File: config.mk
export PLATFORM = sky130hd
export DESIGN_NAME = apb_func_regs
export DESIGN_NICKNAME = d
export VERILOG_FILES = /design/src/apb_slave_pkg.sv /design/src/apb_func_regs.sv
export SDC_FILE = /design/constraint.sdc
export NUM_CORES = 1
export LEC_CHECK = 0
export ABC_CLOCK_PERIOD_IN_PS = 2700
export BUFFER_PORTS_ARGS = -buffer_cell sky130_fd_sc_hd__clkbuf_2
export CAP_MARGIN = 20
export CORE_MARGIN = 2
export CORE_UTILIZATION = 50
export DETAILED_ROUTE_END_ITERATION = 12
export GPL_TIMING_DRIVEN = 0
export HOLD_SLACK_MARGIN = 0.03
export PLACE_DENSITY_LB_ADDON = 0.12
export SLEW_MARGIN = 10
export SYNTH_ARGS = -nofsm -noshare
export SYNTH_HDL_FRONTEND = slang
export SYNTH_SLANG_ARGS = --single-unit
File: constraint.sdc
create_clock -name PCLK -period 2.7 [get_ports PCLK]
set_clock_uncertainty 0.1 [all_clocks]
set_input_delay 0.405 -clock PCLK [delete_from_list [all_inputs] [get_ports PCLK]]
set_output_delay 0.405 -clock PCLK [all_outputs]
set_load 0.005 [all_outputs]
File: src/apb_slave_pkg.sv
//--------------------------------------------------------------------------
// Shared definitions for the APB memory slave: address map, widths,
// function register offsets and the function write word union
//--------------------------------------------------------------------------
`default_nettype none

package apb_slave_pkg;

    // Bus widths
    localparam int ADDR_W     = 10;
    localparam int DATA_W     = 32;
    localparam int WORD_BYTES = DATA_W / 8;

    typedef logic [ADDR_W-1:0] addr_t;
    typedef logic [DATA_W-1:0] data_t;

    // Memory occupies the bottom of the address space
    localparam int MEM_BYTES = 512;
    localparam int MEM_AW    = $clog2(MEM_BYTES);

    // Function space, 256 bytes from FUNC_BASE
    localparam addr_t FUNC_BASE = 10'h200;

    // Byte offsets inside the function space
    localparam logic [7:0] FUNC_ERR_OFS   = 8'd0;
    localparam logic [7:0] FUNC_WAIT_OFS  = 8'd4;
    localparam logic [7:0] FUNC_LADDR_OFS = 8'd44;
    localparam logic [7:0] FUNC_LDATA_OFS = 8'd48;

    // Wait count width, only the low byte of the old setting survives
    localparam int WAIT_W = 8;

    //----------------------------------------------------------------------
    // Function register write word
    //----------------------------------------------------------------------
    typedef struct packed {
        logic [23:0] rsvd;
        logic [7:0]  count;
    } func_err_t;

    typedef struct packed {
        logic [23:0]       rsvd;
        logic [WAIT_W-1:0] cycles;
    } func_wait_t;

    // Same PWDATA word, read as error count or as wait count
    typedef union packed {
        func_err_t  err_view;
        func_wait_t wait_view;
    } func_word_u;

endpackage : apb_slave_pkg

`default_nettype wire

File: src/apb_func_regs.sv
//--------------------------------------------------------------------------
// Error injection, wait configuration and last-access registers
//--------------------------------------------------------------------------
`timescale 1ns/10ps
`default_nettype none

module apb_func_regs (
    input  logic                             PCLK,
    input  logic                             PRESETN,
    input  logic                             func_wr,
    input  logic                             mem_wr,
    input  logic                             rd_capture,
    input  logic                             rd_func,
    input  logic                             issue,
    input  logic [7:0]                       func_ofs,
    input  apb_slave_pkg::addr_t             word_addr,
    input  apb_slave_pkg::data_t             pwdata,
    input  apb_slave_pkg::data_t             mem_rdata,
    output logic [apb_slave_pkg::WAIT_W-1:0] wait_cycles,
    output logic                             err_fire,
    output apb_slave_pkg::data_t             func_rdata
);
    import apb_slave_pkg::*;

    func_word_u        wdata_u;
    logic              err_armed_q;
    logic [7:0]        err_cnt_q;
    logic [WAIT_W-1:0] wait_q;
    addr_t             last_addr_q;
    data_t             last_data_q;

    assign wdata_u     = pwdata;
    assign wait_cycles = wait_q;

    // Count of 1 or 0 means this access takes the error
    assign err_fire = err_armed_q & (err_cnt_q <= 8'd1);

    //----------------------------------------------------------------------
    // Control registers
    //----------------------------------------------------------------------
    always_ff @(posedge PCLK or negedge PRESETN)
    begin
        if (!PRESETN)
        begin
            err_armed_q <= 1'b0;
            err_cnt_q   <= '0;
            wait_q      <= '0;
        end
        else
        begin
            if (func_wr && (func_ofs == FUNC_ERR_OFS))
            begin
                err_armed_q <= 1'b1;
                err_cnt_q   <= wdata_u.err_view.count;
            end
            else if (issue && err_armed_q)
            begin
                if (err_cnt_q <= 8'd1)
                    err_armed_q <= 1'b0;
                else
                    err_cnt_q <= err_cnt_q - 8'd1;
            end

            if (func_wr && (func_ofs == FUNC_WAIT_OFS))
            begin
                wait_q <= wdata_u.wait_view.cycles;
            end
        end
    end

    // Last memory access, function space accesses leave it alone
    always_ff @(posedge PCLK)
    begin
        if (mem_wr)
        begin
            last_addr_q <= word_addr;
            last_data_q <= pwdata;
        end
        else if (rd_capture && !rd_func)
        begin
            last_addr_q <= word_addr;
            last_data_q <= mem_rdata;
        end
    end

    // Readback mux
    always_comb
    begin
        case (func_ofs)
            FUNC_LADDR_OFS : func_rdata = DATA_W'(last_addr_q);
            FUNC_LDATA_OFS : func_rdata = last_data_q;
            default        : func_rdata = '0;
        endcase
    end

endmodule : apb_func_regs

`default_nettype wire

Word level (Yosys, flattened, before mapping)
Cells that the tools add are included.

operators by class
  $lt $le $gt $ge = 1
  reduce and logical (&&, ||, !) cells = 11
  equal/unequal tests = 4
  muxes and demuxes = 11
  bitwise operators = 1
  $add $sub $neg = 1

operators with widths
  cell                                                            count
  2-to-1 mux 32 bit                                               2
  one-hot mux 32 bit (2 select lines)                             1
  2-to-1 mux 8 bit                                                3
  2-to-1 mux 10 bit                                               2
  equality test 8 x 6 -> 1 bit, second input constant             2
  equality test 8 x 3 -> 1 bit, second input constant             1
  less-or-equal comparator 8 x 1 -> 1 bit, second input constant  1
  logical NOT 8 bit                                               1
  subtractor 8 x 1 -> 8 bit, second input constant                1
  nonzero test 2 bit                                              3
  logical AND 1 bit                                               4
  AND reduction 2 bit                                             2
  2-to-1 mux 1 bit                                                3
  != test 2 x 1 -> 1 bit, second input constant                   1
  AND 1 bit                                                       1
  logical NOT 1 bit                                               1

word-level totals
  output and inout port bits = 41
  logic and storage cells = 34
  bits in registers = 59
  input bits = 89

Longest topological paths before layout
  word-level depth = 4
  mapped depth = 6
  gate-level depth less buffers = 6

Worst setup path before layout
Ideal clock, no wire load.

  path type = in2reg
  start point = input mem_wr
  end point = register last_addr_q[0], enable pin
  required time = 2.202 ns
  arrival = 1.878 ns
  setup time = 0.398 ns
  cell stages on the path = 3
  buffers on the path = 2
  path slack = 0.324 ns
  cell sequence = clkbuf_1 clkbuf_1 a21o_1

on the way
  word-level cells in the longest chain between the ends = 1

RTL lines
  element                              RTL line             RTL
  from (decl)                          apb_func_regs.sv:11  input logic mem_wr,
  nonzero test 2 bit (no source line)  -
  to (signal assigned)                 apb_func_regs.sv:76  last_addr_q <= word_addr;
  to (signal assigned)                 apb_func_regs.sv:81  last_addr_q <= word_addr;
  to (decl)                            apb_func_regs.sv:29  addr_t last_addr_q;

No other way between the ends.
A chain may end at the register's enable or synchronous reset.

Final worst setup path
  start point = input func_ofs[2]
  end point = output func_rdata[14]

on the way
  word-level cells in the longest chain between the ends = 2
  elaborated cells between the ends (all ways) = 3
  those cells by class = eq/ne: 2; mux: 1

RTL lines
  element                                RTL line             RTL
  from (decl)                            apb_func_regs.sv:15  input logic [7:0] func_ofs,
  equality test 8 x 6 -> 1 bit           apb_func_regs.sv:89  case (func_ofs)
  one-hot mux 32 bit (2 select lines) *  apb_func_regs.sv:89
  to (decl)                              apb_func_regs.sv:21  output apb_slave_pkg::data_t func_rdata

Every way passes the cells marked *; elsewhere a longest branch is shown, timed or not.

==> summary.md <==
| Metric | Value |
|---|---|
| Setup-failing EPs final | 0 |
| Grt total ovfl | 0 |
| Worst setup path start | func_ofs[2] |
| FF+latch count, synth | 59 |
| Synthesized area per cell | 13.7 um2 |
| # nets final | around 440 |
| Vias in the first global route | 2023 |
| Worst hold slack | 0.147 ns |
| TritonCTS clock tree | yes |
| Seq pwr share | 0.476 |
| Post-route DRC | 0 |
| Post_cts resized | 0 |
| Outcome | finished, final reports clean |
| Number of routed nets with antenna violations | 0 |
| Hold Crit Start | word_addr[3] |
| CP Max Fanout | 10 |
| Fraction of layout cells with a size suffix above 1 | 0.551 |
| CP Launch Type | input pin |
| Synth area leaders | edfxtp_1 45%, mux2_2 16%, dfrtp_1 15%, and2_1 5.2%, a22o_1 3.1% |
| Diode count | 0 |
| Clock group share of total power | 0.406 |
| Synth Warn # | 0 |
| HPWL after DPL | roughly 4600 um |
| CTS Sinks | 59 |
| Critical path class | input pin to primary output |
| Top cell type's share of synthesized area | 0.452 |
| First-pass GRT wire length | 9440 um |
| CTS Buffer Depth | 2 |
| DR vias | between 2000 and 2500 |
| Post-synthesis instance total | 204 |
| Worst min path class | input pin to flip-flop |
| Final period util | 0.903 |
| Relative slew slack | 0.540 |
| Die Area | 6190 um2 |
| Synthesized area | 2790 um2 |
| Max VDD drop | 0.375 mV |
| Comb power frac | 0.118 |
| H-tree levels | 3 |
| Die H | 78.7 um |
| Min Tclk post-route | 2.44 ns |
| Switching power total | 522 uW |
| Crit end category | primary output |
| Total design power | 2360 uW |
| Final Hold Violating Endpoints | 0 |
| Pin count of the biggest net entering global routing | 40 |
| Mean number of vias per cell | 5.17 |
| MaxCap Viol Count | 0 |
| Worst EP required | 2.19 ns |
| Routed WL | 6090 um |
| 1st-pass router iterations | 4 |
| Clock root cell | clkbuf_8 |
| Biggest area consumer among synthesized cells | edfxtp_1 |
| Chip width | 78.7 um |
| Detailed Route Iter0 Violations | 64 |
| GPL Wtd Cong | around 0.79 |
| Initial antenna violation count | 0 |
| Fmax | just over 400 MHz |
| Register area share after synthesis | 0.605 |
| R2r startpoint | err_cnt_q[0]$_DFFE_PN0P_ |
| Worst EP arrival | 1.93 ns |
| Worst-Skew Late Latency | 0.33 ns |
| Rows | 27 |
| IO Pins | 130 |
| Pwr dens | 622 nW/um2 |
| Core area | ~5400 um2 |
| LEAKAGE | ~0.0018 uW |
| Clk pin slew, worst setup/hold paths | about 0.070 ns |
| RSZ-0062 raised after global routing | false |
| Synth cell types | 32 |
| Worst-margin pin slew | 0.687 ns |
| Port bufs | 128 |
| Drt wl/cell | ~14 um |
| Total CTS buffers | 9 |
| Total GRT Usage | 0.204 |
| Initial Util | 0.513 |
| Sw Share | 0.221 |
| Mapped Nets | 295 |
| Area grow syn2layout | 35.9% |
| Slew Limit Fails | 0 |
| P_int | about 1800 uW |
==> cells in the mapped netlist <==
library cell	instances
a211oi_1	1
a21bo_2	1
a21o_1	1
a21oi_1	3
a22o_1	10
a31oi_1	6
and2_1	23
and4_1	1
buf_2	1
clkbuf_1	8
dfrtp_1	17
edfxtp_1	42
ha_1	2
inv_1	4
mux2_2	40
nand2_1	4
nand3_1	2
nand4_1	3
nor2_1	12
nor3_1	3
nor3_4	1
nor3b_2	1
nor4_1	2
nor4bb_1	1
o21ai_0	4
o31a_1	1
o31ai_1	2
or2_2	1
or3_1	3
or3b_2	1
or4_1	2
or4_4	1
==> area by class of cell <==
| cell class | count | area [um2] |
|---|---|---|
| sequential | 59 | 1690 |
| fill | 414 | 1650 |
| multi-input combinational | 132 | 1050 |
| timing repair buffer | 130 | 671 |
| clock buffer | 9 | 124 |
| clock inverter | 7 | 116 |
| tap | 72 | 90.1 |
| buffer | 9 | 35.0 |
| inverter | 4 | 15.0 |
==> cells in the final DEF, fill, tap and decap left out, types with 3 or more instances in the layout <==
cell and instances:
a21oi_1 3, a22o_1 10, a31oi_1 6, and2_1 23, bufinv_16 3, clkbuf_1 8, clkbuf_2 128, clkbuf_8 9
dfrtp_1 17, edfxtp_1 42, inv_1 4, mux2_2 40, nand2_1 4, nand4_1 3, nor2_1 12, nor3_1 3
o21ai_0 4, or3_1 3
==> final timing paths <==
kind / depth (start not counted) / slack, ns / endpoint
hold / removal: 1 / 0.15 / last_addr_q[3]$_DFFE_PP_
setup / recovery: 7 / 0.26 / func_rdata[14]
hold reg to reg: 1 / 0.41 / wait_cycles[6]$_DFFE_PN0P_
min in group asynchronous: 2 / 0.44 / err_cnt_q[3]$_DFFE_PN0P_
setup reg to reg: 6 / 0.76 / err_cnt_q[3]$_DFFE_PN0P_
max in group asynchronous: 2 / 1.76 / err_cnt_q[5]$_DFFE_PN0P_
==> cell families (layout without fill, tap and decap cells) <==
kind of cell    Yosys count  after routing  share of synthesized area
mux                      40             40                      0.162
simple gates             61             61                      0.132
buf+inv                  13            159                     0.0179
compound gates           29             29                     0.0749
flops                    59             59                      0.605
fa+ha+maj                 2              2                    0.00897
==> sequential cells by signal, indices dropped and copies added (netlist names) <==
register and flops:
err_armed_q 1, err_cnt_q 8, last_addr_q 10, last_data_q 32
wait_cycles 8
==> stage by stage <==
stage / setup WS, ns / utilization / setup TNS [ns] / area (um2) / std cells
final: 0.261 / 0.697 / 0 / 3790 / 422
after global routing: 0.0749 / 0.697 / 0 / 3790 / 422
after CTS: 0.234 / 0.697 / 0 / 3790 / 422
after detailed placement: 0.234 / 0.651 / 0 / 3540 / 405
after global placement: -0.172 / 0.647 / -7.11 / 3520 / 404
after floorplan: 0.324 / - / 0 / 2790 / 204
==> repair_timing <==
item | 4_1_cts | 5_1_grt
hold buffers | 1 | 0
hold endpoints to repair | 17 | 0
buffers inserted | 0 | 0
==> metal layers <==
layer,wire [um],share of wire,track usage
met1,2520,0.41,0.253
met2,2930,0.48,0.333
met3,508,0.083,0.0529
met4,127,0.021,0.0930
met5,0,0,0
==> worst max-delay path: stages <==
cell and delay (ns):
clkbuf_2 0.10, nor4_1 0.32, and4_1 0.23, clkbuf_1 0.21, clkbuf_1 0.36, and2_1 0.20, clkbuf_2 0.11
==> power by group through the flow <==
stage / Clock, uW / Combinational, uW / Sequential [uW]
after global routing: 1020 / 310 / 1130
after CTS: 976 / 281 / 1120
after detailed placement: 0 / 279 / 1140
final: 958 / 278 / 1120
after floorplan: 0 / 163 / 1130
after global placement: 0 / 268 / 1140
Note: power is estimated with default switching activity, not from simulation.
