[src/apb_slave_pkg.sv]
//--------------------------------------------------------------------------
// Shared definitions for the APB memory slave: address map, widths,
// function register offsets and the function write word union
//--------------------------------------------------------------------------
`default_nettype none

package apb_slave_pkg;

    // Bus widths
    localparam int ADDR_W     = 10;
    localparam int DATA_W     = 32;
    localparam int WORD_BYTES = DATA_W / 8;

    typedef logic [ADDR_W-1:0] addr_t;
    typedef logic [DATA_W-1:0] data_t;

    // Memory occupies the bottom of the address space
    localparam int MEM_BYTES = 512;
    localparam int MEM_AW    = $clog2(MEM_BYTES);

    // Function space, 256 bytes from FUNC_BASE
    localparam addr_t FUNC_BASE = 10'h200;

    // Byte offsets inside the function space
    localparam logic [7:0] FUNC_ERR_OFS   = 8'd0;
    localparam logic [7:0] FUNC_WAIT_OFS  = 8'd4;
    localparam logic [7:0] FUNC_LADDR_OFS = 8'd44;
    localparam logic [7:0] FUNC_LDATA_OFS = 8'd48;

    // Wait count width, only the low byte of the old setting survives
    localparam int WAIT_W = 8;

    //----------------------------------------------------------------------
    // Function register write word
    //----------------------------------------------------------------------
    typedef struct packed {
        logic [23:0] rsvd;
        logic [7:0]  count;
    } func_err_t;

    typedef struct packed {
        logic [23:0]       rsvd;
        logic [WAIT_W-1:0] cycles;
    } func_wait_t;

    // Same PWDATA word, read as error count or as wait count
    typedef union packed {
        func_err_t  err_view;
        func_wait_t wait_view;
    } func_word_u;

endpackage : apb_slave_pkg

`default_nettype wire

[src/apb_access_decode.sv]
//--------------------------------------------------------------------------
// APB phase tracking, wait-state counter, PREADY and access strobes
//--------------------------------------------------------------------------
`timescale 1ns/10ps
`default_nettype none

module apb_access_decode (
    input  logic                             PCLK,
    input  logic                             PRESETN,
    input  logic                             psel,
    input  logic                             penable,
    input  logic                             pwrite,
    input  apb_slave_pkg::addr_t             paddr,
    input  logic [apb_slave_pkg::WAIT_W-1:0] wait_cycles,
    output logic                             pready,
    output logic                             issue,
    output logic                             mem_wr,
    output logic                             func_wr,
    output logic                             rd_capture,
    output logic                             rd_func,
    output apb_slave_pkg::addr_t             word_addr,
    output logic [7:0]                       func_ofs
);
    import apb_slave_pkg::*;

    logic              setup_ph;
    logic              access_ph;
    logic              complete;
    logic              is_mem;
    logic              is_func;
    logic [WAIT_W-1:0] wait_cnt_q;

    assign setup_ph  = psel & ~penable;
    assign access_ph = psel & penable;

    //----------------------------------------------------------------------
    // Address classes
    //----------------------------------------------------------------------
    assign word_addr = {paddr[ADDR_W-1:2], 2'b00};
    assign func_ofs  = word_addr[7:0];

    assign is_mem  = (word_addr < addr_t'(MEM_BYTES));
    // Function space is one 256-byte page
    assign is_func = (word_addr[ADDR_W-1:8] == FUNC_BASE[ADDR_W-1:8]);
    assign rd_func = is_func;

    //----------------------------------------------------------------------
    // Wait states and PREADY
    //----------------------------------------------------------------------
    // Zero wait states issue straight from the setup cycle
    assign issue = (setup_ph & (wait_cycles == '0))
                 | (access_ph & ~pready & (wait_cnt_q == '0));

    always_ff @(posedge PCLK or negedge PRESETN)
    begin
        if (!PRESETN)
        begin
            wait_cnt_q <= '0;
            pready     <= 1'b0;
        end
        else
        begin
            pready <= issue;
            // Setup edge counts as the first wait cycle
            if (setup_ph)
            begin
                wait_cnt_q <= wait_cycles - WAIT_W'(1);
            end
            else if (access_ph && (wait_cnt_q != '0))
            begin
                wait_cnt_q <= wait_cnt_q - WAIT_W'(1);
            end
        end
    end

    // Completion strobes
    assign complete   = access_ph & pready;
    assign mem_wr     = complete & pwrite & is_mem;
    assign func_wr    = complete & pwrite & is_func;
    // Unmapped reads get no capture and return zero
    assign rd_capture = issue & ~pwrite & (is_mem | is_func);

    //----------------------------------------------------------------------
    // Master protocol checks
    //----------------------------------------------------------------------
    a_enable_needs_sel : assert property (@(posedge PCLK) disable iff (!PRESETN)
        penable |-> psel);

    a_access_stable : assert property (@(posedge PCLK) disable iff (!PRESETN)
        (psel && penable) |-> ($stable(paddr) && $stable(pwrite)));

endmodule : apb_access_decode

`default_nettype wire

[config.mk]
export PLATFORM = sky130hd
export DESIGN_NAME = apb_access_decode
export DESIGN_NICKNAME = d
export VERILOG_FILES = /design/src/apb_slave_pkg.sv /design/src/apb_access_decode.sv
export SDC_FILE = /design/constraint.sdc
export NUM_CORES = 1
export LEC_CHECK = 0
export ABC_AREA = 1
export BUFFER_PORTS_ARGS = -buffer_cell sky130_fd_sc_hd__buf_2
export CORE_UTILIZATION = 48
export CTS_CLUSTER_SIZE = 40
export DETAILED_ROUTE_END_ITERATION = 12
export GPL_TIMING_DRIVEN = 0
export HOLD_SLACK_MARGIN = 0.1
export PLACE_DENSITY = 0.89
export RECOVER_POWER = 25
export SYNTH_ARGS = -nofsm -noshare
export SYNTH_HDL_FRONTEND = slang
export SYNTH_SLANG_ARGS = --single-unit
[constraint.sdc]
create_clock -name PCLK -period 3.07 [get_ports PCLK]
set_input_delay 0.1535 -clock PCLK [delete_from_list [all_inputs] [get_ports PCLK]]
set_output_delay 0.1535 -clock PCLK [all_outputs]
set_load 0.03 [all_outputs]
Word level (Yosys, flattened, before mapping)
Index checks and enable logic that the tools add are counted.

word-level totals
  word-level logic and storage cells = 29
  input bits = 23
  output and inout port bits = 24
  bits in registers = 9

operators by class
  equal/unequal tests = 1
  mux-type cells = 2
  bitwise gates (word level) = 16
  add/sub/neg operators = 2
  reduce and logical (&&, ||, !) cells = 5
  order comparisons = 1

operator list
  kind                    count
  $logic_not A8 Y1        2
  $mux W8                 2
  $sub A8 B1 Y8 const B   2
  $and A1 B1 Y1           11
  $lt A10 B10 Y1 const B  1
  $reduce_bool A8 Y1      1
  $not A1 Y1              3
  $eq A2 B2 Y1 const B    1
  $or A1 B1 Y1            2
  $reduce_bool A2 Y1      1
  $logic_and A1 B1 Y1     1

Longest topological paths before layout
Gate-level depths: netlist of run 1.

  depth in word-level cells = 6
  depth in mapped cells = 12
  depth with buffers taken out = 11

Worst setup path before layout of run 1
Ideal clock, no wire load.

  path kind = reg2out
  start = reg wait_cnt_q[6]
  end = out rd_capture
  path slack = 1.486 ns
  arrival time = 1.430 ns
  path buffers = 0
  data required time = 2.917 ns
  cell stages (with the launch flop) = 6
  cell sequence = dfrtp_1 inv_1 nand4_1 nor2_1 nand2_1 a21boi_0

between the ends
  cells in the longest elaborated chain, start to end = 5

RTL lines
  item                         line                     text
  from (decl)                  apb_access_decode.sv:31  logic [WAIT_W-1:0] wait_cnt_q;
  from (signal assigned)       apb_access_decode.sv:67  wait_cnt_q <= wait_cycles - WAIT_W'(1);
  from (signal assigned)       apb_access_decode.sv:71  wait_cnt_q <= wait_cnt_q - WAIT_W'(1);
  $logic_not A8 Y1             apb_access_decode.sv:52  | (access_ph & ~pready & (wait_cnt_q == '0));
  $and A1 B1 Y1                apb_access_decode.sv:52
  $or A1 B1 Y1                 apb_access_decode.sv:52
  $and A1 B1 Y1 (2 in series)  apb_access_decode.sv:81  assign rd_capture = issue & ~pwrite & (is_mem | is_func);
  to (decl)                    apb_access_decode.sv:19  output logic rd_capture,

Every way passes these cells.

Worst setup path in the final report of run 1
  start = reg wait_cnt_q[7]
  end = out rd_capture

The elaborated chain is that of the path after synthesis.

==> flow_summary_export.csv, run 1 <==
group,metric,value,unit
drt,via_per_inst,4.546,
yosys,ys_top_cells_by_area,"dfrtp_1 (25%), buf_4 (16%), nand2_1 (14%), inv_1 (9.1%), nand3_1 (5.5%)",
power_and_ir_drop,p_leak,0.0006959,µW
yosys,ys_types,24,
clocking,cts_setup_buffers,0,
floorplanning,num_rows,15,
timing,final-setup-viol-count,0,
placement,hpwl,1694,µm
yosys,synth_edf_count,0,
grt,grt_pass1_vias,723,
yosys,synth_top_area_share,24.90,%
power_and_ir_drop,p_per_area,466.8,nW/µm²
placement,routabilityCongestion,0.8340,
yosys,synthArstFlopShare,100.0,%
drt,antenna_left,0,
setup_path,crit_type,"reg2out",
drt,dr.pass1.iters,4,
drt,wl_per_cell,9.468,µm
timing,maxSlewViolCount,0,
timing,finClkSkew,0.001869,ns
drt,totalWireLength,1941,µm
floorplanning,ioPinCount,47,
floorplanning,fp.dieW,45.41,µm
setup_path,required,2.92,ns
clocking,clock_sinks,9,
yosys,synth_most_common_cell,"nand2_1",
floorplanning,initial_utilization,51.83,%
status,status,"complete, no violations",
drt,drc,0,
placement,port_buffers,33,
setup_path,cp_data_arrival_time,1.46,ns
setup_path,start_kind,"register",
cells_and_area,fin_cells,205,
clocking,path_clk_slew,0.05,ns
yosys,syn-instance-count,139,
drt,vias,932,
clocking,cts_buffers,3,
cells_and_area,final_area,1147,µm²
grt,grtUsageTotal,19.85,%
clocking,cts.htree.levels,1,
floorplanning,dieArea,2062,µm²
yosys,yosysWarnings,0,
cells_and_area,antenna_cells,0,
timing,fin_crit_sh,52.64,%
grt,antenna_found_initial,0,
placement,dp.cells,200,
timing,hold_violations,0,
clocking,clockBufferDepth,2,
floorplanning,die-height,45.41,µm
timing,rsz0062_at_grt,"false",
job,cap_viol_max_count,0,
yosys,netlist_area,904.6,µm²
floorplanning,coreArea,1745,µm²
grt,gr-total-overflow,0,
cells_and_area,area_delta_synth_final,26.83,%
cells_and_area,nets,205,
drt,first_iter_violations,36,
cells_and_area,drive_gt1_share,40.00,%
grt,grt_max_degree,11,
timing,max_freq,618.8,MHz
yosys,synthTopCellsByCount,"nand2_1 (33), inv_1 (22), buf_4 (19)",
yosys,ys_seq_area_share,24.90,%
power_and_ir_drop,vdd_drop_max,0.0003812,V
yosys,synth_ff_type,"dfrtp_1",
timing,layout_min_cycle_time,1.616,ns
clocking,ctsResizeCount,0,
timing,fin_setup_tns,0,ns
grt,grt_pass1_wl,2884,µm
setup_path,cp-end-kind,"primary output",
clocking,clk_latency,0.24,ns
yosys,ys_ff_latch,9,
setup_path,path_max_fanout,2,
yosys,synth_area_per_cell,6.508,µm²
min_path,min_path_type,"in2reg",
placement,post_dp_cell_area,1112,µm²
yosys,synth_top_area_cell,"dfrtp_1",
clocking,cts_tree,"yes",
clocking,cts_root_buf,"clkbuf_4",
[logic make-up (layout without fill, tap and decap cells)]
family,Yosys count,after routing,synth area share (%)
AO/OA/AOI/OAI,12,12,7.192
adder cells (fa/ha/maj),1,1,1.383
buffers and inverters,45,83,26.69
flip-flops,9,9,24.90
other,1,4,0.4145
AND/OR/NAND/NOR,71,71,39.42
[per-stage QoR]
step	hold WS (ns)	total power, µW	util [%]	worst slack (ns)
floorplan	-0.1421	390.8	-	1.486
global placement	0.001589	441.5	63.73	1.673
detailed placement	0.003257	452.2	63.73	1.637
CTS	0.2680	538.2	65.81	1.450
global route	0.2974	579.8	65.73	1.298
finish	0.2694	535.6	65.73	1.454
[area by class of cell]
class,count,area (µm²)
flip-flops and latches,9,225.2
well taps,25,31.28
clock buffers,4,26.28
repair buffers,34,173.9
multi-input cells,88,449.2
inverters,25,93.84
fillers,157,598.1
plain buffers,20,147.6
[power breakdown]
| part | internal (µW) | switching, µW | leakage [µW] |
|---|---|---|---|
| clock network | 49.4 | 31.5 | 0.0000150 |
| registers | 153 | 12.4 | 0.000112 |
| logic | 101 | 189 | 0.000569 |
| total | 303 | 233 | 0.000696 |
[cell usage in the layout, fill, tap and decap left out, types with 3 or more instances in the layout]
cell,instances
inv_2,3
buf_2,33
nand2_2,7
o21ai_1,4
buf_4,19
conb_1,4
nand4_1,4
nor2_1,6
inv_1,22
nand2_1,33
clkbuf_4,3
o21ai_0,5
nand3_1,10
dfrtp_1,9
[what timing repair did]
item | in CTS | in global routing
setup endpoints to repair | 0 | 0
hold endpoints to repair | 9 | 0
hold buffers | 1 | 0
[flip-flops by register name (all words and copies together) (netlist names)]
signal      cells
pready          1
wait_cnt_q      8
[final timing paths]
kind,startpoint,end,slack (ns),cells past startpoint
max,wait_cnt_q[7],rd_capture,1.45,6
min,wait_cycles[3],pready,0.27,4
max in group asynchronous,PRESETN,pready,2.42,2
max reg2reg,wait_cnt_q[0],wait_cnt_q[6],1.69,9
min in group asynchronous,PRESETN,wait_cnt_q[5],0.35,2
min reg2reg,wait_cnt_q[5],wait_cnt_q[5],0.48,2
[worst max-delay path: stages (launching register included)]
cell and delay, ns:
dfrtp_1 0.38, inv_1 0.08, nand4_1 0.10, nor2_1 0.16
nand2_1 0.09, a21boi_0 0.18, buf_2 0.23
[per-layer routing]
metal / wire [µm] / share of wire, % / global-route usage [%] / vias to the layer above
li1: - / - / - / 494
met3: 100 / 5.2 / 2.381 / 2
met4: 19 / 0.98 / 9.091 / 0
met1: 837 / 43 / 24.43 / 397
met5: 0 / 0 / 0 / -
met2: 983 / 51 / 34.29 / 39
Note: power is estimated with default switching activity, not from simulation.
==> run 2, diff against run 1 <==
CORE_UTILIZATION = 45   (was 48)
PLACE_DENSITY = 0.85   (was 0.89)
clock period = 1.55 ns   (was 3.07 ns; I/O delays follow)
==> run 2 against run 1 <==
Register-to-register slack got worse by 1.5 ns. Final cell count did not move. Largest power group unchanged. Sequential share of layout area fell by 0.11 points. Wire length rose by 1.8%. Combinational power rose by 100%. Global-route usage fell by 1.8 points. Sequential power rose by 99%. Critical endpoint unchanged. Setup slack got worse by 1.3 ns.
==> flow_summary_export.csv, run 2 (same netlist as run 1, synthesis figures left out) <==
group,metric,value,unit
cells_and_area,regArea,225.2,µm²
floorplanning,coreArea,1802,µm²
clocking,clockBufferDepth,2,
floorplanning,ioPinCount,47,
placement,hpwl,1705,µm
clocking,cts_tree,"yes",
setup_path,crit_type,"reg2out",
timing,fin_setup_tns,0,ns
timing,maxSlewViolCount,0,
cells_and_area,largest_reg_flops,8,
setup_path,rr_endpoint,"wait_cnt_q[6]",
drt,wl_per_cell,9.634,µm
grt,grt_max_degree,11,
cells_and_area,top_register,"wait_cnt_q",
timing,setup_ws,0.1129,ns
drt,vias,950,
setup_path,start_kind,"register",
clocking,clk_latency,0.25,ns
job,cap_viol_max_count,0,
setup_path,startpoint,"wait_cnt_q[2]",
setup_path,cp_data_arrival_time,1.36,ns
clocking,cts_setup_buffers,0,
setup_path,cp-end-kind,"primary output",
cells_and_area,multiInputGateArea,452.9,µm²
setup_path,path_max_fanout,3,
cells_and_area,area_delta_synth_final,27.52,%
clocking,cts_root_buf,"clkbuf_4",
grt,antenna_found_initial,0,
clocking,cts.htree.levels,1,
timing,layout_min_cycle_time,1.437,ns
setup_path,required,1.47,ns
clocking,cts_buffers,3,
cells_and_area,top_regs,"wait_cnt_q: 8 flops, pready: 1 flops",
cells_and_area,nets,205,
min_path,min_path_type,"in2reg",
placement,post_dp_cell_area,1112,µm²
floorplanning,dieArea,2194,µm²
floorplanning,num_rows,15,
setup_path,r2r_slack,0.16,ns
grt,grt_pass1_vias,697,
cells_and_area,final_common_cell,"nand2_1",
status,status,"complete, no violations",
cells_and_area,antenna_cells,0,
timing,rsz0062_at_grt,"false",
cells_and_area,final_area,1154,µm²
grt,grtUsageTotal,18.01,%
placement,dp_slack,0.1758,ns
drt,totalWireLength,1975,µm
drt,first_iter_violations,20,
floorplanning,die-height,46.84,µm
setup_path,r2r-start,"wait_cnt_q[0]",
placement,port_buffers,33,
power_and_ir_drop,p_per_area,928.5,nW/µm²
timing,max_freq,695.8,MHz
timing,hold_violations,0,
floorplanning,fp.dieW,46.84,µm
grt,gr-total-overflow,0,
floorplanning,initial_utilization,50.21,%
cells_and_area,nFillCells,173,
timing,hold_slack,0.2115,ns
timing,fin_crit_sh,92.72,%
clocking,path_clk_slew,0.05,ns
drt,via_per_inst,4.634,
cells_and_area,drive_gt1_share,41.11,%
drt,dr.pass1.iters,4,
grt,grt_pass1_wl,2766,µm
drt,antenna_left,0,
drt,drc,0,
timing,finClkSkew,0.001242,ns
placement,routabilityCongestion,0.8249,
power_and_ir_drop,p_leak,0.0006956,µW
timing,final-setup-viol-count,0,
cells_and_area,layout_common_cells,"nand2_1 (33), buf_2 (32), inv_1 (21)",
clocking,clock_sinks,9,
setup_path,endpoint,"rd_capture",
setup_path,reg2reg_depth,9,
power_and_ir_drop,vdd_drop_max,0.0006619,V
run 2: metrics by stage:
step,total power (µW),cells,util [%]
after floorplan,774.0,142,-
after global placement,876.7,200,61.74
after detailed placement,900.5,200,61.74
after CTS,1075,205,63.89
after global routing,1157,205,64.03
final,1071,205,64.03
run 2: power by group:
| part | switching, µW | internal (µW) |
|---|---|---|
| registers | 26.1 | 304 |
| clock network | 65.4 | 98.1 |
| logic | 377 | 201 |
run 2: area by class of cell:
type / instances / area share [%]
Clock buffer: 4 / 2.278
Sequential cell: 9 / 19.52
Tap cell: 25 / 2.711
Timing Repair Buffer: 34 / 15.29
Multi-Input combinational cell: 88 / 39.26
Buffer: 20 / 12.80
Inverter: 25 / 8.134
run 2: critical path: stages (launching register included):
cell,delay [ns]
dfrtp_1,0.36
inv_2,0.08
nand4_1,0.11
nor2_1,0.16
nand2_1,0.10
a21boi_2,0.13
buf_4,0.17
run 2: worst min-delay path by stage:
| stage | startpoint | endpoint | depth (start not counted) |
|---|---|---|---|
| 2_1_floorplan | PRESETN | pready | 0 |
| 6_report | wait_cycles[3] | pready | 4 |
| 3_5_place_dp | PRESETN | wait_cnt_q[3] | 1 |
| 4_1_cts | wait_cycles[3] | pready | 4 |
| 3_3_place_gp | PRESETN | wait_cnt_q[4] | 1 |
| 5_1_grt | wait_cycles[3] | pready | 4 |
run 2: repair_timing:
action | CTS | global route
gates resized for setup | 1 | 3
hold buffers | 1 | 0
endpoints found under the setup margin | 1 | 2
pin swaps | 0 | 2
endpoints found under the hold margin | 9 | 0
run 2: metal layers:
| layer | wire (µm) | track usage (%) |
|---|---|---|
| met5 | 0 | 0 |
| met1 | 884 | 23.33 |
| met4 | 4 | 8.571 |
| met3 | 107 | 2.308 |
| met2 | 978 | 29.72 |
