$ cat src/apb_slave_pkg.sv
//--------------------------------------------------------------------------
// Shared definitions for the APB memory slave: address map, widths,
// function register offsets and the function write word union
//--------------------------------------------------------------------------
`default_nettype none

package apb_slave_pkg;

    // Bus widths
    localparam int ADDR_W     = 10;
    localparam int DATA_W     = 32;
    localparam int WORD_BYTES = DATA_W / 8;

    typedef logic [ADDR_W-1:0] addr_t;
    typedef logic [DATA_W-1:0] data_t;

    // Memory occupies the bottom of the address space
    localparam int MEM_BYTES = 512;
    localparam int MEM_AW    = $clog2(MEM_BYTES);

    // Function space, 256 bytes from FUNC_BASE
    localparam addr_t FUNC_BASE = 10'h200;

    // Byte offsets inside the function space
    localparam logic [7:0] FUNC_ERR_OFS   = 8'd0;
    localparam logic [7:0] FUNC_WAIT_OFS  = 8'd4;
    localparam logic [7:0] FUNC_LADDR_OFS = 8'd44;
    localparam logic [7:0] FUNC_LDATA_OFS = 8'd48;

    // Wait count width, only the low byte of the old setting survives
    localparam int WAIT_W = 8;

    //----------------------------------------------------------------------
    // Function register write word
    //----------------------------------------------------------------------
    typedef struct packed {
        logic [23:0] rsvd;
        logic [7:0]  count;
    } func_err_t;

    typedef struct packed {
        logic [23:0]       rsvd;
        logic [WAIT_W-1:0] cycles;
    } func_wait_t;

    // Same PWDATA word, read as error count or as wait count
    typedef union packed {
        func_err_t  err_view;
        func_wait_t wait_view;
    } func_word_u;

endpackage : apb_slave_pkg

`default_nettype wire

$ cat src/apb_read_result.sv
//--------------------------------------------------------------------------
// PRDATA capture and gating, PSLVERR timing
//--------------------------------------------------------------------------
`timescale 1ns/10ps
`default_nettype none

module apb_read_result (
    input  logic                 PCLK,
    input  logic                 PRESETN,
    input  logic                 issue,
    input  logic                 rd_capture,
    input  logic                 rd_func,
    input  logic                 penable,
    input  logic                 pready,
    input  logic                 err_fire,
    input  apb_slave_pkg::data_t mem_rdata,
    input  apb_slave_pkg::data_t func_rdata,
    output apb_slave_pkg::data_t prdata,
    output logic                 pslverr
);
    import apb_slave_pkg::*;

    data_t prdata_q;

    // Response flag lines up with PREADY
    always_ff @(posedge PCLK or negedge PRESETN)
    begin
        if (!PRESETN)
            pslverr <= 1'b0;
        else
            pslverr <= issue & err_fire;
    end

    // Read word, zero for writes and unmapped reads
    always_ff @(posedge PCLK)
    begin
        if (issue)
        begin
            if (rd_capture)
                prdata_q <= rd_func ? func_rdata : mem_rdata;
            else
                prdata_q <= '0;
        end
    end

    assign prdata = penable ? prdata_q : '0;

    a_err_with_ready : assert property (@(posedge PCLK) disable iff (!PRESETN)
        pslverr |-> pready);

endmodule : apb_read_result

`default_nettype wire

$ cat config.mk
export PLATFORM = sky130hd
export DESIGN_NAME = apb_read_result
export DESIGN_NICKNAME = d
export VERILOG_FILES = /design/src/apb_slave_pkg.sv /design/src/apb_read_result.sv
export SDC_FILE = /design/constraint.sdc
export NUM_CORES = 1
export LEC_CHECK = 0
export BUFFER_PORTS_ARGS = -buffer_cell sky130_fd_sc_hd__buf_2
export CAP_MARGIN = 20
export CORE_UTILIZATION = 45
export DETAILED_ROUTE_END_ITERATION = 6
export MAX_ROUTING_LAYER = met4
export PLACE_DENSITY = 0.82
export SYNTH_ARGS = -nofsm -noshare
export SYNTH_HDL_FRONTEND = slang
export SYNTH_SLANG_ARGS = --single-unit
$ cat constraint.sdc
create_clock -name PCLK -period 1.23 [get_ports PCLK]
set_input_delay 0.246 -clock PCLK [delete_from_list [all_inputs] [get_ports PCLK]]
set_output_delay 0.246 -clock PCLK [all_outputs]
set_load 0.03 [all_outputs]
==> Word-level counts from Yosys, hierarchy flattened <==
Cells that the tools add are included.
{ "op_classes": {"mux": 2, "bitwise_logic": 1} }
{ "op_table": {"columns": ["operator", "count"], "rows": [
  ["$mux W32", 2],
  ["$and A1 B1 Y1", 1]
]} }
{ "totals": {"out_inout_bits": 33, "regBits": 33, "elab_cells": 5} }

==> Depth between registers and ports, before layout <==
Gate-level depths: netlist of the first run.
{ "depth": {"ltp_word": 1, "depth_mapped": 4} }

==> Least setup slack after synthesis of the first run <==
OpenSTA, ideal clock, no wires.
{ "synth_path": {"kind": "in2out", "startpoint": "input penable", "endpoint": "output prdata[0]", "path_slack_ps": 244, "arrival_time_ps": 740, "cell_stages": 2, "cell_sequence": "clkbuf_1 > and2_1"} }
{ "synth_between": {"elab_chain_cells": 1} }
{ "synth_lines": {"columns": ["item", "line_no", "source"], "rows": [
  ["start, declared", "apb_read_result.sv:13", "input logic penable,"],
  ["$mux W32", "apb_read_result.sv:46", "assign prdata = penable ? prdata_q : '0;"],
  ["end, declared", "apb_read_result.sv:18", "output apb_slave_pkg::data_t prdata,"]
]} }
Every way passes these cells.

==> Worst setup path after layout of the first run <==
{ "layout_path": {"startpoint": "register prdata_q[12]", "endpoint": "output prdata[12]"} }
{ "layout_between": {"elab_chain_cells": 1} }
{ "layout_lines": {"columns": ["item", "line_no", "source"], "rows": [
  ["start, declared", "apb_read_result.sv:23", "data_t prdata_q;"],
  ["start signal, assigned", "apb_read_result.sv:40", "prdata_q <= rd_func ? func_rdata : mem_rdata;"],
  ["$mux W32", "apb_read_result.sv:46", null]
]} }
Every way passes these cells.

==> impl_metrics.prom, run 1 <==
# TYPE chip_impl_metric gauge
chip_impl_metric{name="count_of_vias_placed_by_the_detailed_router",unit=""} 1378
chip_impl_metric{name="synthesized_area_fraction_occupied_by_ao_oa_aoi_and_oai_cells",unit="%"} 0
chip_impl_info{name="endpoint_kind",value="output port"} 1
chip_impl_metric{name="postSynthRegisterBits",unit=""} 33
chip_impl_metric{name="synth.distinct_cells",unit=""} 8
chip_impl_metric{name="largest_net_degree_at_the_start_of_global_routing",unit=""} 34
chip_impl_metric{name="die_h",unit="um"} 65.4
chip_impl_metric{name="n_antenna_cell",unit=""} 0
chip_impl_metric{name="period_needed",unit="ns"} 1.21
chip_impl_metric{name="setup_violating_endpoint_count_in_the_final_report",unit=""} 0
chip_impl_metric{name="vdd_drop_max",unit="mV"} 0.700
chip_impl_metric{name="worst-path-max-fanout",unit=""} 1
chip_impl_metric{name="drtPass1Iterations",unit=""} 4
chip_impl_metric{name="yosys.area_share.adder",unit="%"} 0
chip_impl_metric{name="synthMuxAreaShare",unit="%"} 17.7
chip_impl_info{name="criticalPathCategory",value="flop to output port"} 1
chip_impl_metric{name="slew-limit-headroom",unit="%"} 71.8
chip_impl_metric{name="whs",unit="ns"} 0.187
chip_impl_metric{name="postSynthAreaPerCell",unit="um2"} 12.9
chip_impl_info{name="worst_path_max_delay_cell",value="edfxtp_1"} 1
chip_impl_metric{name="final_cells",unit=""} 295
chip_impl_metric{name="final.setup.tns",unit="ns"} 0
chip_impl_metric{name="final_nets",unit=""} 318
chip_impl_metric{name="ys_seq_area_share",unit="%"} 54.6
chip_impl_metric{name="grt_antenna_before_repair",unit=""} 0
chip_impl_metric{name="overflow",unit=""} 0
chip_impl_metric{name="floorplan.die_area",unit="um2"} 4270
chip_impl_metric{name="grt_pass1_wl",unit="um"} 5900
chip_impl_metric{name="avgViaCountPerCell",unit=""} 4.67
chip_impl_metric{name="io_buffers",unit=""} 103
chip_impl_info{name="cts_root_buffer_type",value="clkbuf_8"} 1
chip_impl_info{name="critical_path.cell_chain",value="and2_1 -> buf_4"} 1
chip_impl_metric{name="drv_cap",unit=""} 0
chip_impl_metric{name="die_x",unit="um"} 65.4
chip_impl_metric{name="synth_simple_gate_area_share",unit="%"} 22.5
chip_impl_metric{name="synthCells",unit=""} 140
chip_impl_info{name="cp-start-kind",value="flop"} 1
chip_impl_metric{name="clock.fmax",unit="MHz"} 826
chip_impl_metric{name="avgRoutedWirePerCell",unit="um"} 12.8
chip_impl_metric{name="drt_wl_total",unit="um"} 3780
chip_impl_metric{name="worst_setup_hold_path_clk_slew",unit="ns"} 0.06
chip_impl_metric{name="critical_path_required",unit="ns"} 0.98
chip_impl_info{name="status",value="finished clean"} 1
chip_impl_metric{name="cts-buffers-inserted",unit=""} 5
chip_impl_metric{name="drc",unit=""} 0
chip_impl_metric{name="gr_usage_total",unit="%"} 19.2
chip_impl_metric{name="cts_sinks",unit=""} 33
chip_impl_metric{name="ctsHtreeMaxLevel",unit=""} 2
chip_impl_metric{name="cp_data_arrival_time",unit="ns"} 0.96
chip_impl_metric{name="initial_core_util",unit="%"} 48.3
chip_impl_metric{name="power-per-cell-area",unit="nW/um2"} 1090
chip_impl_metric{name="filler_instances",unit=""} 303
chip_impl_info{name="synth_top_cell_by_area",value="edfxtp_1"} 1
chip_impl_metric{name="rows",unit=""} 22
chip_impl_metric{name="routabilityCongestion",unit=""} 0.713
chip_impl_metric{name="finalMaxSlewViolations",unit=""} 0
chip_impl_metric{name="synth_top_area_share",unit="%"} 53.2
chip_impl_metric{name="num_io_pins",unit=""} 105
chip_impl_metric{name="drt_first_iter_violations",unit=""} 48
chip_impl_metric{name="cellLeakagePower",unit="nW"} 1.24
chip_impl_metric{name="crit_path_max_incr_delay",unit="ns"} 0.35
chip_impl_metric{name="core_region_area",unit="um2"} 3740
chip_impl_metric{name="clock_tree.buffer_depth",unit=""} 2
chip_impl_metric{name="first_global_vias",unit=""} 1438
chip_impl_info{name="main_combinational_cell_family_by_area_after_synthesis",value="simple AND/OR/NAND/NOR gates"} 1
chip_impl_metric{name="hold_viol_final",unit=""} 0
chip_impl_metric{name="synth_xor_xnor_area_share",unit="%"} 0
chip_impl_info{name="netlist_top_cells_area",value="edfxtp_1 (53%), mux2i_1 (18%), and2_1 (11%), nor2b_1 (11%), buf_12 (3.3%)"} 1
chip_impl_metric{name="drive_above_1_share",unit="%"} 50.2
chip_impl_metric{name="flow.area_growth_from_synthesis",unit="%"} 45.9
chip_impl_metric{name="synthesis.yosys.warnings",unit=""} 0
chip_impl_metric{name="min_period_over_period",unit="%"} 98.4
chip_impl_metric{name="worstMarginPinSlew",unit="ns"} 0.422
chip_impl_info{name="holdCritPathClass",value="primary input to flop"} 1
chip_impl_metric{name="post_synth_instance_area",unit="um2"} 1810
chip_impl_metric{name="placed_cells",unit=""} 286
chip_impl_metric{name="synth_nets",unit=""} 212
chip_impl_info{name="cts_tree",value="yes"} 1
chip_impl_metric{name="ant_nets",unit=""} 0
==> registers in the layout, summed over array words and instances (netlist names) <==
register	cells
prdata_q	32
pslverr	1
==> final cells by class <==
type	instances	area (um2)	area share, %
tap	48	60.1	2.28
multi-input combinational	97	752	28.5
clock buffer	8	90.1	3.42
sequential	33	986	37.4
timing repair buffer	109	748	28.4
==> worst max-delay path: cells and delay by family, from the launching register on <==
family | cells | cell delay (ns)
buffers and inverters | 1 | 0.17
and+or+nand+nor | 1 | 0.17
DFF | 1 | 0.35
==> cell usage after synthesis (all sizes together) <==
cell type,instances
clkbuf,6
dfrtp,1
edfxtp,32
mux2i,32
nor2b,32
buf,4
and2,33
==> layer usage <==
| metal | GRT usage [%] | part of all wire, % |
|---|---|---|
| met4 | 10.1 | 2.3 |
| met1 | 18.6 | 35 |
| met3 | 4.69 | 5.6 |
| met2 | 35.1 | 57 |
| met5 | - | 0 |
==> metrics by stage <==
stage	util (%)	power, mW	area (um2)	setup WS, ns
2_1_floorplan	-	1.75	1810	0.244
3_3_place_gp	63.5	1.97	2380	0.110
3_5_place_dp	63.5	1.99	2380	0.0920
4_1_cts	66.8	2.83	2500	0.00133
5_1_grt	70.4	2.99	2640	-0.0133
6_report	70.4	2.87	2640	0.0201
==> worst paths after layout <==
check / from / end / slack (ns) / depth (start not counted)
hold / removal: err_fire / pslverr$_DFF_PN0_ / 0.19 / 2
max in group asynchronous: PRESETN / pslverr$_DFF_PN0_ / 0.86 / 2
min in group asynchronous: PRESETN / pslverr$_DFF_PN0_ / 0.29 / 2
setup / recovery: prdata_q[12]$_SDFFCE_PN0P_ / prdata[12] / 0.02 / 2
==> where the power goes <==
part,total [mW],internal [mW],switching [mW]
Combinational,0.695,0.344,0.352
Sequential,1.36,1.34,0.0204
Clock,0.818,0.456,0.362
Total,2.87,2.14,0.734
==> kinds of logic (layout without fill, tap and decap cells) <==
kind of cell,after synthesis,in the layout
buffers and inverters,10,117
flip-flops,33,33
multiplexers,32,32
AND/OR/NAND/NOR,65,65
==> cells in the final DEF (no fill, tap or decap) <==
cell           count
and2_1            23
and2_4            10
buf_12             4
buf_2             79
buf_4              5
buf_6             20
clkbuf_1           2
clkbuf_8           6
dfrtp_1            1
dlygate4sd3_1      1
edfxtp_1          32
mux2i_1           32
nor2b_1           32
==> timing repair <==
item	CTS	global route
buffers inserted	0	0
hold buffers	1	0
cloned	0	0
endpoints found under the hold margin	1	0
resized for setup	9	63
setup endpoints to repair	6	24
pin swaps	0	4
Power figures use the tool's default switching activity.
==> run 2, diff against run 1 <==
Settings changed: CORE_ASPECT_RATIO from default to 0.9.
==> impl_metrics.prom, run 2 (same netlist as run 1, synthesis figures left out) <==
# TYPE chip_impl_metric gauge
chip_impl_info{name="endpoint_kind",value="output port"} 1
chip_impl_metric{name="drive_above_1_share",unit="%"} 51.2
chip_impl_info{name="commonest_cells_after_routing_fill_and_taps_aside",value="buf_2 (73), mux2i_1 (32), nor2b_1 (32), edfxtp_1 (32), buf_6 (25)"} 1
chip_impl_metric{name="avgViaCountPerCell",unit=""} 4.70
chip_impl_metric{name="cellLeakagePower",unit="nW"} 1.24
chip_impl_info{name="cts_root_buffer_type",value="clkbuf_8"} 1
chip_impl_metric{name="rows",unit=""} 21
chip_impl_metric{name="finalCoreUtilization",unit="%"} 70.3
chip_impl_metric{name="final_area",unit="um2"} 2660
chip_impl_metric{name="drv_cap",unit=""} 0
chip_impl_metric{name="cts-buffers-inserted",unit=""} 5
chip_impl_metric{name="combinationalPowerShare",unit="%"} 25.3
chip_impl_metric{name="hold-path-cell-count",unit=""} 2
chip_impl_info{name="worst_path_max_delay_cell",value="edfxtp_1"} 1
chip_impl_info{name="mostFrequentLayoutCell",value="buf_2"} 1
chip_impl_metric{name="cp_data_arrival_time",unit="ns"} 0.95
chip_impl_metric{name="critPathBufInv",unit=""} 1
chip_impl_metric{name="setup_violating_endpoint_count_in_the_final_report",unit=""} 0
chip_impl_metric{name="worst-path-max-fanout",unit=""} 1
chip_impl_metric{name="post-layout-total-power",unit="mW"} 2.82
chip_impl_metric{name="largest_net_degree_at_the_start_of_global_routing",unit=""} 34
chip_impl_metric{name="flow.area_growth_from_synthesis",unit="%"} 47.2
chip_impl_metric{name="overflow",unit=""} 0
chip_impl_metric{name="min_period_over_period",unit="%"} 97.4
chip_impl_metric{name="timing.critical_path.depth",unit=""} 2
chip_impl_metric{name="critical_path_required",unit="ns"} 0.98
chip_impl_info{name="criticalPathCategory",value="flop to output port"} 1
chip_impl_metric{name="clock_tree.buffer_depth",unit=""} 2
chip_impl_metric{name="initial_core_util",unit="%"} 47.8
chip_impl_metric{name="final_nets",unit=""} 317
chip_impl_metric{name="n_antenna_cell",unit=""} 0
chip_impl_metric{name="power.internal",unit="mW"} 2.11
chip_impl_info{name="holdCritPathClass",value="primary input to flop"} 1
chip_impl_metric{name="grt_antenna_before_repair",unit=""} 0
chip_impl_metric{name="filler_instances",unit=""} 262
chip_impl_metric{name="drt_first_iter_violations",unit=""} 58
chip_impl_info{name="critical_path.cell_chain",value="and2_1 -> buf_4"} 1
chip_impl_metric{name="timing.final.ws_setup",unit="ns"} 0.0324
chip_impl_metric{name="sw_frac_of_total",unit="%"} 25.4
chip_impl_metric{name="flip_flop_count_of_the_largest_register_after_layout",unit=""} 32
chip_impl_metric{name="vdd_drop_max",unit="mV"} 0.788
chip_impl_metric{name="routabilityCongestion",unit=""} 0.675
chip_impl_info{name="leading_registers_by_flop_count",value="prdata_q (32), pslverr (1)"} 1
chip_impl_metric{name="hold_viol_final",unit=""} 0
chip_impl_metric{name="finalMaxSlewViolations",unit=""} 0
chip_impl_metric{name="core_region_area",unit="um2"} 3780
chip_impl_metric{name="placement.setup.worst_slack",unit="ns"} 0.0352
chip_impl_metric{name="io_buffers",unit=""} 103
chip_impl_metric{name="drc",unit=""} 0
chip_impl_metric{name="post_place_cell_area",unit="um2"} 2370
chip_impl_metric{name="period_needed",unit="ns"} 1.20
chip_impl_metric{name="dpl.hpwl",unit="um"} 2520
chip_impl_info{name="path_delay_family",value="flip-flops"} 1
chip_impl_metric{name="grt_pass1_wl",unit="um"} 5460
chip_impl_metric{name="clock.fmax",unit="MHz"} 835
chip_impl_metric{name="drt_wl_total",unit="um"} 3630
chip_impl_metric{name="first_global_vias",unit=""} 1289
chip_impl_metric{name="floorplan.die_area",unit="um2"} 4270
chip_impl_metric{name="crit_path_max_incr_delay",unit="ns"} 0.35
chip_impl_info{name="rsz_0062_raised_after_global_routing",value="yes"} 1
chip_impl_metric{name="num_io_pins",unit=""} 105
chip_impl_metric{name="ant_nets",unit=""} 0
chip_impl_metric{name="avgRoutedWirePerCell",unit="um"} 12.4
chip_impl_metric{name="drtPass1Iterations",unit=""} 2
chip_impl_metric{name="ctsHtreeMaxLevel",unit=""} 2
chip_impl_metric{name="power-per-cell-area",unit="nW/um2"} 1060
chip_impl_metric{name="slew-limit-headroom",unit="%"} 71.4
chip_impl_info{name="status",value="finished clean"} 1
chip_impl_metric{name="gr_usage_total",unit="%"} 18.1
chip_impl_metric{name="cts_sinks",unit=""} 33
chip_impl_info{name="max_flop_register",value="prdata_q"} 1
chip_impl_metric{name="die_h",unit="um"} 62.1
chip_impl_info{name="cp-start-kind",value="flop"} 1
chip_impl_metric{name="worstMarginPinSlew",unit="ns"} 0.429
chip_impl_info{name="cts_tree",value="yes"} 1
chip_impl_metric{name="netSwitchingPower",unit="uW"} 717
chip_impl_metric{name="post_cts_buffers",unit=""} 0
chip_impl_metric{name="clock_group_share_of_total_power",unit="%"} 26.4
chip_impl_metric{name="die_x",unit="um"} 68.8
chip_impl_metric{name="count_of_vias_placed_by_the_detailed_router",unit=""} 1371
chip_impl_metric{name="worst_setup_hold_path_clk_slew",unit="ns"} 0.06
chip_impl_metric{name="power_share_of_the_sequential_group",unit="%"} 48.3
[run 2: cell count changes in the layout (fill, tap and decap cells not counted), sizes merged]
cell  previous run  this run
buf            108       107
[run 2: path summary, 6_finish.rpt]
kind | startpoint | endpoint
worst max-delay path | prdata_q[10]$_SDFFCE_PN0P_ | prdata[10]
max in group asynchronous | PRESETN | pslverr$_DFF_PN0_
worst min-delay path | err_fire | pslverr$_DFF_PN0_
min in group asynchronous | PRESETN | pslverr$_DFF_PN0_
[run 2: what timing repair did]
| action | in CTS | in global routing |
|---|---|---|
| pin swaps | 0 | 5 |
| hold endpoints to repair | 1 | 0 |
| hold buffers | 1 | 0 |
| setup endpoints to repair | 7 | 30 |
| gates resized for setup | 11 | 81 |
[run 2: area by class of cell]
class | instances | area [um2] | area share (%)
Sequential cell | 33 | 986 | 37.1
Timing Repair Buffer | 108 | 774 | 29.1
Tap cell | 46 | 57.6 | 2.16
Multi-Input combinational cell | 97 | 762 | 28.6
Clock buffer | 8 | 80.1 | 3.01
[run 2: routing by layer]
metal  share of wire (%)  GRT usage [%]
met5                   0              -
met4                0.74           5.36
met3                 9.1           7.72
met2                  48           29.7
met1                  42           19.7
[run 2: per-stage QoR]
| stage | instances | TNS (ns) | hold WS (ns) |
|---|---|---|---|
| 6_report | 292 | 0 | 0.183 |
| 5_1_grt | 292 | -0.0343 | 0.177 |
| 4_1_cts | 292 | 0 | 0.173 |
| 3_5_place_dp | 283 | 0 | 0.0231 |
| 3_3_place_gp | 283 | 0 | 0.0218 |
| 2_1_floorplan | 140 | 0 | -0.0496 |
[run 2: power groups by stage]
stage,registers (mW),clock network (mW),logic [mW]
after floorplan,1.38,0,0.369
final,1.36,0.744,0.714
after global placement,1.38,0,0.594
after detailed placement,1.38,0,0.604
after global routing,1.37,0.823,0.773
after CTS,1.36,0.768,0.625
